[config.mk]
export PLATFORM = sky130hd
export DESIGN_NAME = rom_controller
export DESIGN_NICKNAME = d
export VERILOG_FILES = /design/src/hw/rom_ctrl_pkg.sv /design/src/hw/rom_regs.sv /design/src/hw/qspi_read_fsm.sv /design/src/hw/qspi_datapath.sv /design/src/hw/rom_controller.sv
export VERILOG_INCLUDE_DIRS = /design/src /design/src/hw
export SDC_FILE = /design/constraint.sdc
export NUM_CORES = 1
export LEC_CHECK = 0
export BUFFER_PORTS_ARGS = -buffer_cell sky130_fd_sc_hd__buf_2
export CAP_MARGIN = 10
export CORE_ASPECT_RATIO = 0.5
export CORE_MARGIN = 5
export CORE_UTILIZATION = 57
export DETAILED_ROUTE_END_ITERATION = 8
export PLACE_DENSITY = 0.8
export SLEW_MARGIN = 30
export SYNTH_ARGS = -nofsm -noshare
export SYNTH_HDL_FRONTEND = slang
export SYNTH_SLANG_ARGS = --single-unit
[constraint.sdc]
create_clock -name clk -period 3 [get_ports clk]
set_clock_uncertainty 0.05 [all_clocks]
set_input_delay 0.45 -clock clk [delete_from_list [all_inputs] [get_ports clk]]
set_output_delay 0.45 -clock clk [all_outputs]
set_load 0.01 [all_outputs]
[src/hw/rom_ctrl_macros.svh]
`ifndef ROM_CTRL_MACROS_SVH
`define ROM_CTRL_MACROS_SVH

// Host side widths
`define ROM_DATA_W          16      // Data word and host bus
`define ROM_BANK_W          4       // 16 banks of 128 KB
`define ROM_OFFSET_W        4       // Register offset field

// Register map
`define ROM_REG_ADDR        4'h0    // Word address, write starts a read
`define ROM_REG_BANK        4'h1    // Bank number
`define ROM_REG_DATA        4'h2    // Last word read
`define ROM_REG_STATUS      4'h3    // Bit 0 is valid

// Flash addressing
`define QSPI_ADDR_W         24      // Byte address on the wire
`define QSPI_BANK_BASE      7'h10   // 2 MB boundary in 128 KB units

// Fast Read Quad I/O
`define QSPI_CMD_QUAD_READ  8'hEB
`define QSPI_MODE_BYTE      8'hF0   // No continuous read

// Phase lengths in SPI cycles
`define QSPI_CMD_CYCLES     8       // One bit per cycle on DQ0
`define QSPI_ADDR_CYCLES    6       // One nibble per cycle
`define QSPI_MODE_CYCLES    2
`define QSPI_DUMMY_CYCLES   4
`define QSPI_DATA_NIBBLES   4       // One 16-bit word

`endif

[src/hw/rom_ctrl_pkg.sv]
`include "rom_ctrl_macros.svh"

package rom_ctrl_pkg;

    // Sequencer phases, one per part of the flash transaction
    typedef enum logic [4:0] {
        ST_IDLE,                    // cs_n high, waiting for a request
        ST_CMD,                     // Command byte on DQ0
        ST_ADDR,                    // Six address nibbles
        ST_MODE,                    // Two mode nibbles
        ST_DUMMY,                   // Bus turned around
        ST_READ,                    // Data nibbles 1 to 3
        ST_DONE                     // cs_n high again for one SPI cycle
    } seq_state_t;

    // Host register offsets
    typedef enum logic [`ROM_OFFSET_W-1:0] {
        REG_ADDR   = `ROM_REG_ADDR,
        REG_BANK   = `ROM_REG_BANK,
        REG_DATA   = `ROM_REG_DATA,
        REG_STATUS = `ROM_REG_STATUS
    } reg_offset_t;

    // One host access, strobes are single cycle
    typedef struct packed {
        logic                     select;
        logic                     read;
        logic                     write;
        logic [`ROM_OFFSET_W-1:0] offset;   // May hold unmapped values
        logic [`ROM_DATA_W-1:0]   wdata;
    } host_bus_t;

    // Read request from the register block
    typedef struct packed {
        logic                    pending;   // Held until accepted
        logic [`QSPI_ADDR_W-1:0] addr;      // Flash byte address
    } read_req_t;

    // Sequencer view handed to the datapath
    typedef struct packed {
        logic       step;                   // SPI clock enable
        seq_state_t state;                  // Current phase
        logic [2:0] index;                  // Bit or nibble within the phase
    } seq_step_t;

endpackage

[src/hw/rom_regs.sv]
`include "rom_ctrl_macros.svh"

module rom_regs (
    input  logic                    clk,
    input  logic                    reset,
    input  rom_ctrl_pkg::host_bus_t host,
    output logic [`ROM_DATA_W-1:0]  rdata,
    output rom_ctrl_pkg::read_req_t req,
    input  logic                    accept,      // Sequencer took the request
    input  logic                    done_pulse,  // Word captured
    input  logic [`ROM_DATA_W-1:0]  data_word
);

    import rom_ctrl_pkg::*;

    // Bank field of the byte address sits above the word address and the zero bit
    localparam int PAGE_W = `QSPI_ADDR_W - `ROM_DATA_W - 1;

    logic [`ROM_BANK_W-1:0] bank_reg;
    logic [`ROM_DATA_W-1:0] word_addr;
    logic                   pending;
    logic                   valid;
    logic                   wr_addr;
    logic                   wr_bank;
    logic                   rd_en;
    logic [PAGE_W-1:0]      page;

    // Access decode
    assign wr_addr = host.select && host.write && (host.offset == REG_ADDR);
    assign wr_bank = host.select && host.write && (host.offset == REG_BANK);
    assign rd_en   = host.select && host.read;

    // Bank and word address registers
    always_ff @(posedge clk) begin
        if (reset) begin
            bank_reg  <= '0;
            word_addr <= '0;
        end else begin
            if (wr_bank) begin
                bank_reg <= host.wdata[`ROM_BANK_W-1:0];  // Upper bits ignored
            end
            if (wr_addr) begin
                word_addr <= host.wdata;
            end
        end
    end

    // Bank 0 starts at 2 MB, each bank is 128 KB
    assign page = PAGE_W'(`QSPI_BANK_BASE) + PAGE_W'(bank_reg);

    // Request stays up until the sequencer sees it on a step
    always_ff @(posedge clk) begin
        if (reset) begin
            pending <= 1'b0;
        end else if (wr_addr) begin
            pending <= 1'b1;            // New write wins over a same-cycle accept
        end else if (accept) begin
            pending <= 1'b0;
        end
    end

    assign req.pending = pending;
    assign req.addr    = {page, word_addr, 1'b0};   // Even byte address

    // Valid drops when a new read is asked for
    always_ff @(posedge clk) begin
        if (reset) begin
            valid <= 1'b0;
        end else if (wr_addr) begin
            valid <= 1'b0;
        end else if (done_pulse) begin
            valid <= 1'b1;              // Stays up until the next address write
        end
    end

    // Read-back mux
    always_comb begin
        rdata = '0;                     // Quiet bus when not selected
        if (rd_en) begin
            case (host.offset)
                REG_DATA: begin
                    rdata = data_word;
                end
                REG_STATUS: begin
                    rdata = {{(`ROM_DATA_W-1){1'b0}}, valid};
                end
                default: begin
                    rdata = '1;         // Write-only and unmapped offsets
                end
            endcase
        end
    end

endmodule

[src/hw/qspi_read_fsm.sv]
`include "rom_ctrl_macros.svh"

module qspi_read_fsm (
    input  logic                    clk,
    input  logic                    reset,
    input  rom_ctrl_pkg::read_req_t req,
    output logic                    accept,      // Request taken this clock
    output logic                    done_pulse,  // One clock at the done step
    output rom_ctrl_pkg::seq_step_t step,
    output logic                    cs_n,
    output logic                    sck
);

    import rom_ctrl_pkg::*;

    localparam int DUMMY_W = $clog2(`QSPI_DUMMY_CYCLES);

    logic               div;            // SPI clock at half rate
    logic               tick;           // Step enable
    seq_state_t         state;
    logic [2:0]         bit_cnt;        // Bit or nibble index in the phase
    logic [DUMMY_W-1:0] dummy_cnt;

    // Divider toggles every clk
    always_ff @(posedge clk) begin
        if (reset) begin
            div <= 1'b0;
        end else begin
            div <= ~div;
        end
    end

    // Steps land where sck falls, so the flash sees stable data on its rising edge
    assign tick = div;

    assign accept = tick && (state == ST_IDLE) && req.pending;

    // Transaction sequencer
    // One SPI cycle per state visit, cs_n and done_pulse registered with the state
    always_ff @(posedge clk) begin
        if (reset) begin
            state      <= ST_IDLE;
            bit_cnt    <= '0;
            dummy_cnt  <= '0;
            cs_n       <= 1'b1;
            done_pulse <= 1'b0;
        end else begin
            done_pulse <= 1'b0;
            if (tick) begin
                case (state)
                    ST_IDLE: begin
                        if (req.pending) begin
                            state   <= ST_CMD;  // Cycle 0 starts here
                            cs_n    <= 1'b0;
                            bit_cnt <= '0;
                        end
                    end
                    ST_CMD: begin
                        if (bit_cnt == 3'(`QSPI_CMD_CYCLES - 1)) begin
                            state   <= ST_ADDR;
                            bit_cnt <= '0;
                        end else begin
                            bit_cnt <= bit_cnt + 3'd1;
                        end
                    end
                    ST_ADDR: begin
                        if (bit_cnt == 3'(`QSPI_ADDR_CYCLES - 1)) begin
                            state   <= ST_MODE;
                            bit_cnt <= '0;
                        end else begin
                            bit_cnt <= bit_cnt + 3'd1;
                        end
                    end
                    ST_MODE: begin
                        if (bit_cnt == 3'(`QSPI_MODE_CYCLES - 1)) begin
                            state     <= ST_DUMMY;
                            dummy_cnt <= '0;
                        end else begin
                            bit_cnt <= bit_cnt + 3'd1;
                        end
                    end
                    ST_DUMMY: begin
                        // Last dummy cycle already carries nibble 0
                        if (dummy_cnt == DUMMY_W'(`QSPI_DUMMY_CYCLES - 1)) begin
                            state   <= ST_READ;
                            bit_cnt <= 3'd1;    // Read index is the nibble number
                        end else begin
                            dummy_cnt <= dummy_cnt + 1'b1;
                        end
                    end
                    ST_READ: begin
                        if (bit_cnt == 3'(`QSPI_DATA_NIBBLES - 1)) begin
                            state      <= ST_DONE;
                            cs_n       <= 1'b1;     // Cycle 23 with the flash deselected
                            done_pulse <= 1'b1;
                        end else begin
                            bit_cnt <= bit_cnt + 3'd1;
                        end
                    end
                    ST_DONE: begin
                        state <= ST_IDLE;           // Gives the flash its cs_n high time
                    end
                    default: begin
                        state <= ST_IDLE;
                        cs_n  <= 1'b1;
                    end
                endcase
            end
        end
    end

    // Clock runs only while the flash is selected
    assign sck = div & ~cs_n;

    // Per-step view for the datapath
    assign step.step  = tick;
    assign step.state = state;
    assign step.index = (state == ST_DUMMY) ? 3'(dummy_cnt) : bit_cnt;

endmodule

[src/hw/qspi_datapath.sv]
`include "rom_ctrl_macros.svh"

module qspi_datapath (
    input  logic                    clk,
    input  logic                    reset,
    input  rom_ctrl_pkg::seq_step_t step,
    input  logic [`QSPI_ADDR_W-1:0] flash_addr,
    input  logic [3:0]              dq_in,
    output logic [3:0]              dq_out,
    output logic [3:0]              dq_oe,
    output logic [`ROM_DATA_W-1:0]  data_word
);

    import rom_ctrl_pkg::*;

    // Address nibbles followed by the mode byte go out on all four lines
    localparam int QUAD_W    = `QSPI_ADDR_W + 8;
    localparam int NIB_SEL_W = $clog2(`QSPI_DATA_NIBBLES);

    logic [7:0]           cmd_sr;       // Command bits, MSB first
    logic [QUAD_W-1:0]    quad_sr;      // Address and mode, high nibble first
    logic                 quad_phase;
    logic                 last_dummy;
    logic                 sample_en;
    logic [NIB_SEL_W-1:0] nib_sel;

    assign quad_phase = (step.state == ST_ADDR) || (step.state == ST_MODE);
    assign last_dummy = (step.state == ST_DUMMY) &&
                        (step.index == 3'(`QSPI_DUMMY_CYCLES - 1));

    // Shift registers
    // Reloaded every clk while idle, so the idle-to-command step
    // captures the address that goes with the request being accepted
    always_ff @(posedge clk) begin
        if (step.state == ST_IDLE) begin
            cmd_sr  <= `QSPI_CMD_QUAD_READ;
            quad_sr <= {flash_addr, `QSPI_MODE_BYTE};
        end else if (step.step) begin
            if (step.state == ST_CMD) begin
                cmd_sr <= {cmd_sr[6:0], 1'b0};          // Next bit for the next cycle
            end
            if (quad_phase) begin
                quad_sr <= {quad_sr[QUAD_W-5:0], 4'h0}; // Next nibble
            end
        end
    end

    // Pin drive follows the phase
    // State and shifters only move on step edges, so the pins do too
    always_comb begin
        dq_out = 4'h0;
        dq_oe  = 4'h0;                              // Released outside the write phases
        case (step.state)
            ST_CMD: begin
                dq_out = {3'b000, cmd_sr[7]};
                dq_oe  = 4'b0001;                   // Single line for the command
            end
            ST_ADDR, ST_MODE: begin
                dq_out = quad_sr[QUAD_W-1 -: 4];
                dq_oe  = 4'b1111;
            end
            default: begin
                dq_out = 4'h0;
                dq_oe  = 4'h0;
            end
        endcase
    end

    // Input capture
    // The low half of a cycle is the clk with no step
    // The flash has driven the nibble since the falling sck edge
    assign sample_en = !step.step && (last_dummy || (step.state == ST_READ));

    // Nibble 0 comes in the last dummy cycle, then the read index
    assign nib_sel = (step.state == ST_READ) ? step.index[NIB_SEL_W-1:0] : '0;

    always_ff @(posedge clk) begin
        if (reset) begin
            data_word <= '0;                        // Data register reads zero before any read
        end else if (sample_en) begin
            data_word[nib_sel*4 +: 4] <= dq_in;     // Low nibble first
        end
    end

endmodule

[src/hw/rom_controller.sv]
`include "rom_ctrl_macros.svh"

module rom_controller (
    input  logic                    clk,
    input  logic                    reset,
    input  rom_ctrl_pkg::host_bus_t host,
    output logic [`ROM_DATA_W-1:0]  rdata,
    output logic                    cs_n,
    output logic                    sck,
    output logic [3:0]              dq_out,      // Pad buffers live in the board wrapper
    output logic [3:0]              dq_oe,
    input  logic [3:0]              dq_in
);

    import rom_ctrl_pkg::*;

    read_req_t              req;            // Registers to sequencer
    logic                   accept;
    logic                   done_pulse;
    seq_step_t              step;           // Sequencer to datapath
    logic [`ROM_DATA_W-1:0] data_word;      // Datapath to registers

    rom_regs u_regs (
        .clk        (clk),
        .reset      (reset),
        .host       (host),
        .rdata      (rdata),
        .req        (req),
        .accept     (accept),
        .done_pulse (done_pulse),
        .data_word  (data_word)
    );

    qspi_read_fsm u_fsm (
        .clk        (clk),
        .reset      (reset),
        .req        (req),
        .accept     (accept),
        .done_pulse (done_pulse),
        .step       (step),
        .cs_n       (cs_n),
        .sck        (sck)
    );

    qspi_datapath u_datapath (
        .clk        (clk),
        .reset      (reset),
        .step       (step),
        .flash_addr (req.addr),
        .dq_in      (dq_in),
        .dq_out     (dq_out),
        .dq_oe      (dq_oe),
        .data_word  (data_word)
    );

endmodule

==> flow_summary.yaml, run 1 <==
synthesis:
  synth-edff-count: 23
  yosysWarnings: 0
  synth_seq_area_share_pct: 49.2
  synthArstFlopShare_pct: 0
  syn_nets: 402
  synth_seq_cells: 82
  avgSynthCellArea_um2: 10.5
  synth_ff_type: "dfxtp_1"
  syn_area_mm2: 0.00380
  synth_cell_types: 55
  synthesis.instances: 363
timing:
  period_share_pct: 78.2
  whs_ps: 291
  setup_viol: 0
  tns_ps: 0
  rsz0062_at_grt: "false"
  clock.fmax_ghz: 0.427
  max_slew_margin_pct: 50.6
  worst_pin_slew_ps: 741
  hold_viol_final: 0
  layout_min_cycle_time_ps: 2340
  drv_slew: 0
die:
  ios: 55
  die_area_mm2: 0.00851
  num_rows: 21
  start_util_pct: 57.7
  die_x_um: 126
  coreArea_mm2: 0.00660
  die_y_um: 67.8
run_status:
  status: "complete, no violations"
pwr:
  peakVddDrop_uv: 283
  p_leak_uw: 0.00201
  power_density_mw_per_mm2: 524
final_layout:
  fin_nets: 449
  largest_register_ffs: 25
  drive_above_1_share_pct: 21.0
  reg_top3: "u_datapath.quad_sr (25), u_datapath.data_word (16), u_regs.word_addr (16)"
  layout_commonest_cell: "dfxtp_1"
  antennaDiodeCount: 0
  regMostFlops: "u_datapath.quad_sr"
  final_cell_mix: "dfxtp_1 (59), buf_2 (54), nor2_1 (37)"
  area_delta_synth_final_pct: 15.1
cts:
  cts_root_buf: "clkbuf_16"
  cts_setup_buffers: 0
  cts-resized-gates: 0
  clock_path_buffers: 2
  cts_buffers: 9
  holdBufCountCts: 0
  ctsHtreeMaxLevel: 3
  tritoncts: "built"
  clk_pin_slew_worst_paths_ps: 60
  clkSinkCount: 82
  clk_latency_ps: 340
global_routing:
  grt_max_degree: 29
  antenna_found_initial: 0
  grt_busiest_layer: "met2"
  grt_pass1_wl_mm: 13.9
  grt_use_total_pct: 20.7
  use_met3_pct: 6.56
  gr-usage-met2_pct: 37.0
  use_met1_pct: 23.7
  grt_pass1_vias: 2948
  overflow: 0
worst_setup_path:
  critPathLaunchType: "flip-flop"
  crit_buf_inv: 1
  max_stage_delay_ps: 420
  r2r_slack_ps: 660
  crit_family: "simple AND/OR/NAND/NOR gates"
  criticalPathCategory: "flip-flop to flip-flop"
  worstPathRequired_ps: 3230
  reg2reg_from: "u_fsm.state[0]"
  critPathCaptureType: "flip-flop"
  reg2regPathDepth: 8
  r2r-end: "u_datapath.data_word[4]"
  cp_max_fo: 6
  cp_slowest_cell: "nor4_4"
  worst_ep_arrival_time_ps: 2580
  path_cells: "nor2b_2 > nand2_1 > nor2_1 > inv_1 > ha_1 > nor4_4 > and4b_4 > a22o_1"
routing:
  vias: 2953
  drtIter0Drc: 207
  drtPass1Iterations: 5
  drt_wl_total_mm: 8.20
  wl_per_cell_um: 16.2
  drt-vias-per-instance: 5.82
  drc_errors: 0
  detail-route-antenna-nets: 0
placed_design:
  gp_congestion: 0.914
  port_buffers: 54
  hpwl_mm: 5.58
min_path:
  min-delay-start: "host[8]"
  holdPathEnd: "u_regs.word_addr[8]"
  hp-class: "primary input to flip-flop"
  hold-path-cell-count: 3
job:
  maxCapViolations: 0
final cells by class:
class,instances,area (µm²)
inverter,7,26.3
timing repair buffer,61,323
fill,526,2220
clock buffer,11,254
clock inverter,5,36.3
multi-input combinational,249,1750
sequential,82,1870
tap,92,115
cells in the mapped netlist (3+ instances only):
cell | number | area, µm²
a32oi_1 | 4 | 35.0
buf_2 | 8 | 40.0
o21ai_0 | 7 | 35.0
o21a_1 | 15 | 113
and3_1 | 6 | 37.5
nand3b_1 | 3 | 22.5
a21oi_1 | 18 | 90.1
nor3_1 | 4 | 20.0
buf_6 | 6 | 67.6
a22o_1 | 26 | 228
ha_1 | 10 | 125
nor2b_1 | 3 | 18.8
dfxtp_1 | 59 | 1180
a31oi_1 | 4 | 25.0
nand4_1 | 3 | 18.8
buf_4 | 4 | 30.0
and2_1 | 5 | 31.3
edfxtp_1 | 23 | 691
nor2_1 | 37 | 139
inv_1 | 7 | 26.3
nand3_1 | 7 | 35.0
clkbuf_1 | 6 | 22.5
nand2_1 | 32 | 120
mux2i_1 | 28 | 280
metal layers:
layer | wire [µm] | vias up
met2 | 3910 | 86
met3 | 536 | 16
met1 | 3620 | 1415
li1 | - | 1436
met4 | 144 | 0
met5 | 0 | -
worst max path at each step:
stage	cells past startpoint	start	slack (ps)	to
floorplan	9	u_fsm.state[1]	840	u_datapath.data_word[4]
global route	8	u_fsm.state[0]	440	u_datapath.data_word[15]
detailed placement	4	host[16]	620	rdata[11]
CTS	4	host[16]	620	rdata[11]
global placement	4	host[16]	750	rdata[9]
finish	8	u_fsm.state[0]	660	u_datapath.data_word[4]
logic make-up (layout without fill, tap and decap cells):
family	count (synthesis)	after routing	synth area share [%]
AOI/OAI and AO/OA	94	94	18.7
xor gates and xnor gates	1	1	0.230
adders and majority gates	10	10	3.29
buffers and inverters	32	84	5.03
DFF	82	82	49.2
muxes	28	28	7.37
and+or+nand+nor	116	116	16.2
worst register-to-register path, stage by stage, from the launching register on:
cell and delay [ps]:
dfxtp_1 320, nor2b_2 270, nand2_1 140, nor2_1 230, inv_1 130, ha_1 270
nor4_4 420, and4b_4 330, a22o_1 140
power by group:
| group | internal, µW | switching (µW) | leakage [µW] | total [µW] |
|---|---|---|---|---|
| clock network | 614 | 438 | 0.000142 | 1050 |
| logic | 39.5 | 54.5 | 0.00112 | 94.0 |
| registers | 1140 | 7.39 | 0.000754 | 1150 |
stage by stage:
stage          std cells  utilization [%]  power, µW  worst slack [ps]  area (µm²)
5_1_grt              507             66.4       2370               437        4380
3_3_place_gp         491             61.9       1260               754        4080
2_1_floorplan        363                -       1220               839        3800
6_report             507             66.4       2290               655        4380
3_5_place_dp         491             61.9       1260               622        4080
4_1_cts              507             66.3       2320               620        4370
(Power assumes the default switching activity.)
==> run 2: changes to the inputs <==
- clock period: 3 -> 2.2 ns (I/O delays scaled with it)
==> run 2 against run 1 <==
Compared with the run above: sequential cell count did not move; die area did not move; wire length rose by 4.9%; clock-buffer cell count did not move; clock power rose by 30%; sequential share of layout area fell by 0.40 points; worst setup slack got worse by 530 ps; non-clock buffer count rose by 7; critical endpoint is now dq_out[1]; core utilization rose by 0.63 points.
==> flow_summary.yaml, run 2 (synthesized netlist as in run 1, its figures left out) <==
worst_setup_path:
  worstPathRequired_ps: 1820
  crit_buf_inv: 2
  criticalPathCategory: "flip-flop to output port"
  crit_family: "simple AND/OR/NAND/NOR gates"
  cp_slowest_cell: "dfxtp_1"
  max_stage_delay_ps: 440
  cp_max_fo: 17
  path_cells: "buf_4 > and2b_1 > and2_1 > buf_2"
  critPathCaptureType: "output port"
  worst_ep_arrival_time_ps: 1690
  critPathLaunchType: "flip-flop"
pwr:
  p_leak_uw: 0.00205
  power_switching_uw: 680
  p_int_uw: 2380
  pwr-share-seq_pct: 51.2
  power_density_mw_per_mm2: 692
  peakVddDrop_uv: 529
  switching_share_pct: 22.3
  power_frac_clock_pct: 44.5
  power_frac_comb_pct: 4.3
timing:
  hold_viol_final: 0
  drv_slew: 0
  rsz0062_at_grt: "false"
  setup_viol: 0
  worst_pin_slew_ps: 671
  max_slew_margin_pct: 55.2
  period_share_pct: 94.1
  clock.fmax_ghz: 0.483
  whs_ps: 172
  layout_min_cycle_time_ps: 2070
  tns_ps: 0
routing:
  drtIter0Drc: 301
  drc_errors: 0
  drt_wl_total_mm: 8.60
  detail-route-antenna-nets: 0
  drtPass1Iterations: 4
  drt-vias-per-instance: 5.84
  wl_per_cell_um: 16.7
  vias: 3001
placed_design:
  hpwl_mm: 5.88
  port_buffers: 54
  gp_congestion: 0.905
final_layout:
  fin_nets: 456
  largest_register_ffs: 25
  final_cell_mix: "dfxtp_1 (59), buf_2 (54), nor2_1 (37)"
  antennaDiodeCount: 0
  drive_above_1_share_pct: 22.3
  regMostFlops: "u_datapath.quad_sr"
  reg_top3: "u_datapath.quad_sr (25), u_datapath.data_word (16), u_regs.word_addr (16)"
  area_delta_synth_final_pct: 16.2
  layout_commonest_cell: "dfxtp_1"
  n_fill_cell: 512
die:
  die_y_um: 67.8
  die_area_mm2: 0.00851
  ios: 55
  num_rows: 21
  start_util_pct: 57.7
  coreArea_mm2: 0.00660
  die_x_um: 126
run_status:
  status: "complete, no violations"
cts:
  clock_path_buffers: 2
  cts_buffers: 9
  clk_pin_slew_worst_paths_ps: 60
  clkSinkCount: 82
  tritoncts: "built"
  ctsHtreeMaxLevel: 3
  cts_root_buf: "clkbuf_16"
  clk_latency_ps: 340
global_routing:
  grt_use_total_pct: 21.0
  grt_pass1_vias: 2860
  antenna_found_initial: 0
  overflow: 0
  grt_pass1_wl_mm: 14.0
  grt_max_degree: 22
job:
  maxCapViolations: 0
min_path:
  hp-class: "primary input to flip-flop"
run 2: worst reg2reg max path, stage by stage, from the launching register on:
cell	delay [ps]
dfxtp_1	320
nor2b_2	150
nand2_1	70
nor2_1	210
inv_1	130
ha_1	260
nor4_4	300
and4_1	320
a22o_1	150
run 2: final timing paths:
check                             end  slack (ps)               startpoint  cells past startpoint
min reg2reg   u_datapath.data_word[1]         410  u_datapath.data_word[1]                      2
max                         dq_out[1]         130           u_fsm.state[2]                      4
max reg2reg  u_datapath.data_word[12]         180           u_fsm.state[0]                      8
min              u_regs.word_addr[12]         170                 host[12]                      3
run 2: repair_timing:
| action | in CTS | in global routing |
|---|---|---|
| hold buffers | 0 | 0 |
| hold endpoints to repair | 0 | 0 |
| setup endpoints to repair | 0 | 12 |
| buffers inserted | 0 | 1 |
| gates resized for setup | 0 | 1 |
run 2: stage by stage:
stage	utilization [%]	cells	power (µW)	setup slack (ps)	cell area [µm²]
after detailed placement	62.8	497	1730	48.5	4140
after floorplan	-	363	1670	38.7	3800
final	67.0	514	3060	130	4420
after CTS	66.8	513	3080	16.8	4400
after global placement	62.8	497	1720	92.2	4140
after global routing	67.0	514	3160	29.8	4420
run 2: layout make-up:
type | count | area (µm²) | share of cell area (%)
flip-flops and latches | 82 | 1870 | 42.4
clock buffers | 11 | 233 | 5.27
well taps | 92 | 115 | 2.60
repair buffers | 68 | 388 | 8.78
clock inverters | 5 | 32.5 | 0.736
multi-input cells | 249 | 1750 | 39.7
inverters | 7 | 26.3 | 0.595
run 2: power groups by stage:
stage	Sequential, µW	Combinational (µW)	Clock (µW)
global placement	1600	124	0
finish	1570	130	1360
CTS	1570	130	1390
floorplan	1590	75.2	0
detailed placement	1600	129	0
global route	1570	142	1450
run 2: routing by layer:
layer	wire length [µm]	GRT usage [%]	share of wire, %
met1	3790	25.2	44
met2	4150	35.8	48
met3	505	6.71	5.9
met4	163	8.38	1.9
met5	0	0	0
==> run 3: changes to the inputs <==
- CORE_MARGIN: 5 -> default
- MAX_ROUTING_LAYER: default -> met4
- SKIP_CTS_REPAIR_TIMING: default -> 1
==> run 3 against run 2 <==
Compared with the run above: total power increased by 4.7%; sequential share of layout area decreased by 0.33 points; die area decreased by 17%; sequential cell count unchanged; critical path depth increased by 1; register-to-register slack about the same; global-route usage increased by 4.5 points; maximum frequency increased by 0.53%; non-clock buffer count increased by 1; critical path type is now primary input to output port; critical endpoint is now rdata[11].
==> flow_summary.yaml, run 3 (synthesized netlist as in run 1, its figures left out) <==
die:
  start_util_pct: 60.8
  die_x_um: 118
  die_y_um: 59.8
  num_rows: 20
  ios: 55
  die_area_mm2: 0.00702
  coreArea_mm2: 0.00626
pwr:
  p_leak_uw: 0.00206
  peakVddDrop_uv: 453
  power_density_mw_per_mm2: 718
timing:
  layout_min_cycle_time_ps: 2060
  setup_viol: 0
  worst_pin_slew_ps: 670
  timing.final.ws_setup_ps: 141
  max_slew_margin_pct: 55.2
  rsz0062_at_grt: "false"
  clock.fmax_ghz: 0.486
  hold_viol_final: 0
  period_share_pct: 93.6
  tns_ps: 0
  drv_slew: 0
cts:
  ctsHtreeMaxLevel: 3
  clkSinkCount: 82
  clk_latency_ps: 340
  cts_root_buf: "clkbuf_16"
  clk_pin_slew_worst_paths_ps: 60
  clock_path_buffers: 2
  cts_buffers: 9
  tritoncts: "built"
placed_design:
  port_buffers: 54
  hpwl_mm: 5.52
  dpl_worst_slack_ps: 32.3
  gp_congestion: 0.900
worst_setup_path:
  path_cells: "buf_2 > nor2_1 > nand3b_1 > o21a_1 > buf_2"
  criticalPathCategory: "primary input to output port"
  critPathLaunchType: "primary input"
  r2r_slack_ps: 180
  critPathCaptureType: "output port"
  reg2reg_from: "u_fsm.state[1]"
  cpMostUsedCell: "buf_2"
  max_stage_delay_ps: 470
  cp_max_fo: 15
  r2r-end: "u_datapath.data_word[4]"
  cp_slowest_cell: "nand3b_1"
  worstPathRequired_ps: 1820
  worst_ep_arrival_time_ps: 1680
  reg2regPathDepth: 8
min_path:
  hold-path-cell-count: 3
  min-delay-start: "host[10]"
  holdPathEnd: "u_regs.word_addr[10]"
  hp-class: "primary input to flip-flop"
routing:
  detail-route-antenna-nets: 0
  drtPass1Iterations: 5
  drc_errors: 0
  wl_per_cell_um: 15.9
  drt-vias-per-instance: 5.83
  drt_wl_total_mm: 8.14
  vias: 2977
  drtIter0Drc: 143
global_routing:
  use_met3_pct: 7.82
  gr-usage-met2_pct: 41.9
  grt_pass1_vias: 2718
  grt_busiest_layer: "met2"
  grt_max_degree: 26
  antenna_found_initial: 0
  overflow: 0
  grt_pass1_wl_mm: 13.3
  grt_use_total_pct: 25.5
  use_met1_pct: 30.8
final_layout:
  reg_top3: "u_datapath.quad_sr (25), u_datapath.data_word (16), u_regs.word_addr (16)"
  layout_commonest_cell: "dfxtp_1"
  fin_nets: 457
  drive_above_1_share_pct: 23.4
  regMostFlops: "u_datapath.quad_sr"
  antennaDiodeCount: 0
  area_delta_synth_final_pct: 17.2
  final_cell_mix: "dfxtp_1 (58), buf_2 (54), nor2_1 (36)"
  largest_register_ffs: 25
  n_fill_cell: 474
run_status:
  status: "complete, no violations"
job:
  maxCapViolations: 0
==> run 3: report_power, final <==
part / leakage, µW / internal, µW / total [µW] / switching [µW]
Sequential: 0.000755 / 1560 / 1560 / 8.80
Combinational: 0.00116 / 56.8 / 132 / 75.2
Clock: 0.000149 / 877 / 1500 / 626
Total: 0.00206 / 2490 / 3200 / 710
==> run 3: layer usage <==
metal / routed length, µm / share of wire (%)
met3: 498 / 6.1
met2: 3850 / 47
met4: 66 / 0.81
met5: 0 / 0
met1: 3720 / 46
==> run 3: area by class of cell <==
type                            count  area, µm²  area share [%]
Multi-Input combinational cell    249       1760            39.4
Clock buffer                       11        264            5.92
Timing Repair Buffer               69        383            8.59
Clock inverter                      5       45.0            1.01
Inverter                            7       26.3           0.590
Tap cell                           88        110            2.47
Sequential cell                    82       1870            42.0
==> run 3: how the worst max path moves through the flow <==
stage                              end            from  slack [ps]
2_1_floorplan  u_datapath.data_word[4]  u_fsm.state[1]          40
3_3_place_gp                 rdata[10]        host[16]         170
3_5_place_dp   u_datapath.data_word[4]  u_fsm.state[1]          30
4_1_cts        u_datapath.data_word[4]  u_fsm.state[1]           5
5_1_grt                       rdata[3]        host[19]          20
6_report                     rdata[11]        host[19]         140
==> run 3: metrics by stage <==
stage	cell area, µm²	hold slack [ps]	utilization [%]	total power, µW	instances
after floorplan	3800	372	-	1670	363
after global placement	4130	381	66.0	1720	494
after detailed placement	4140	395	66.1	1730	494
after CTS	4440	160	71.0	3220	510
after global routing	4460	183	71.2	3290	511
final	4460	167	71.2	3200	511
==> run 3: worst max-delay path: cells and delay by family <==
kind | cells | cell delay (ps)
and+or+nand+nor | 2 | 760
AOI/OAI and AO/OA | 1 | 350
buffers and inverters | 2 | 240
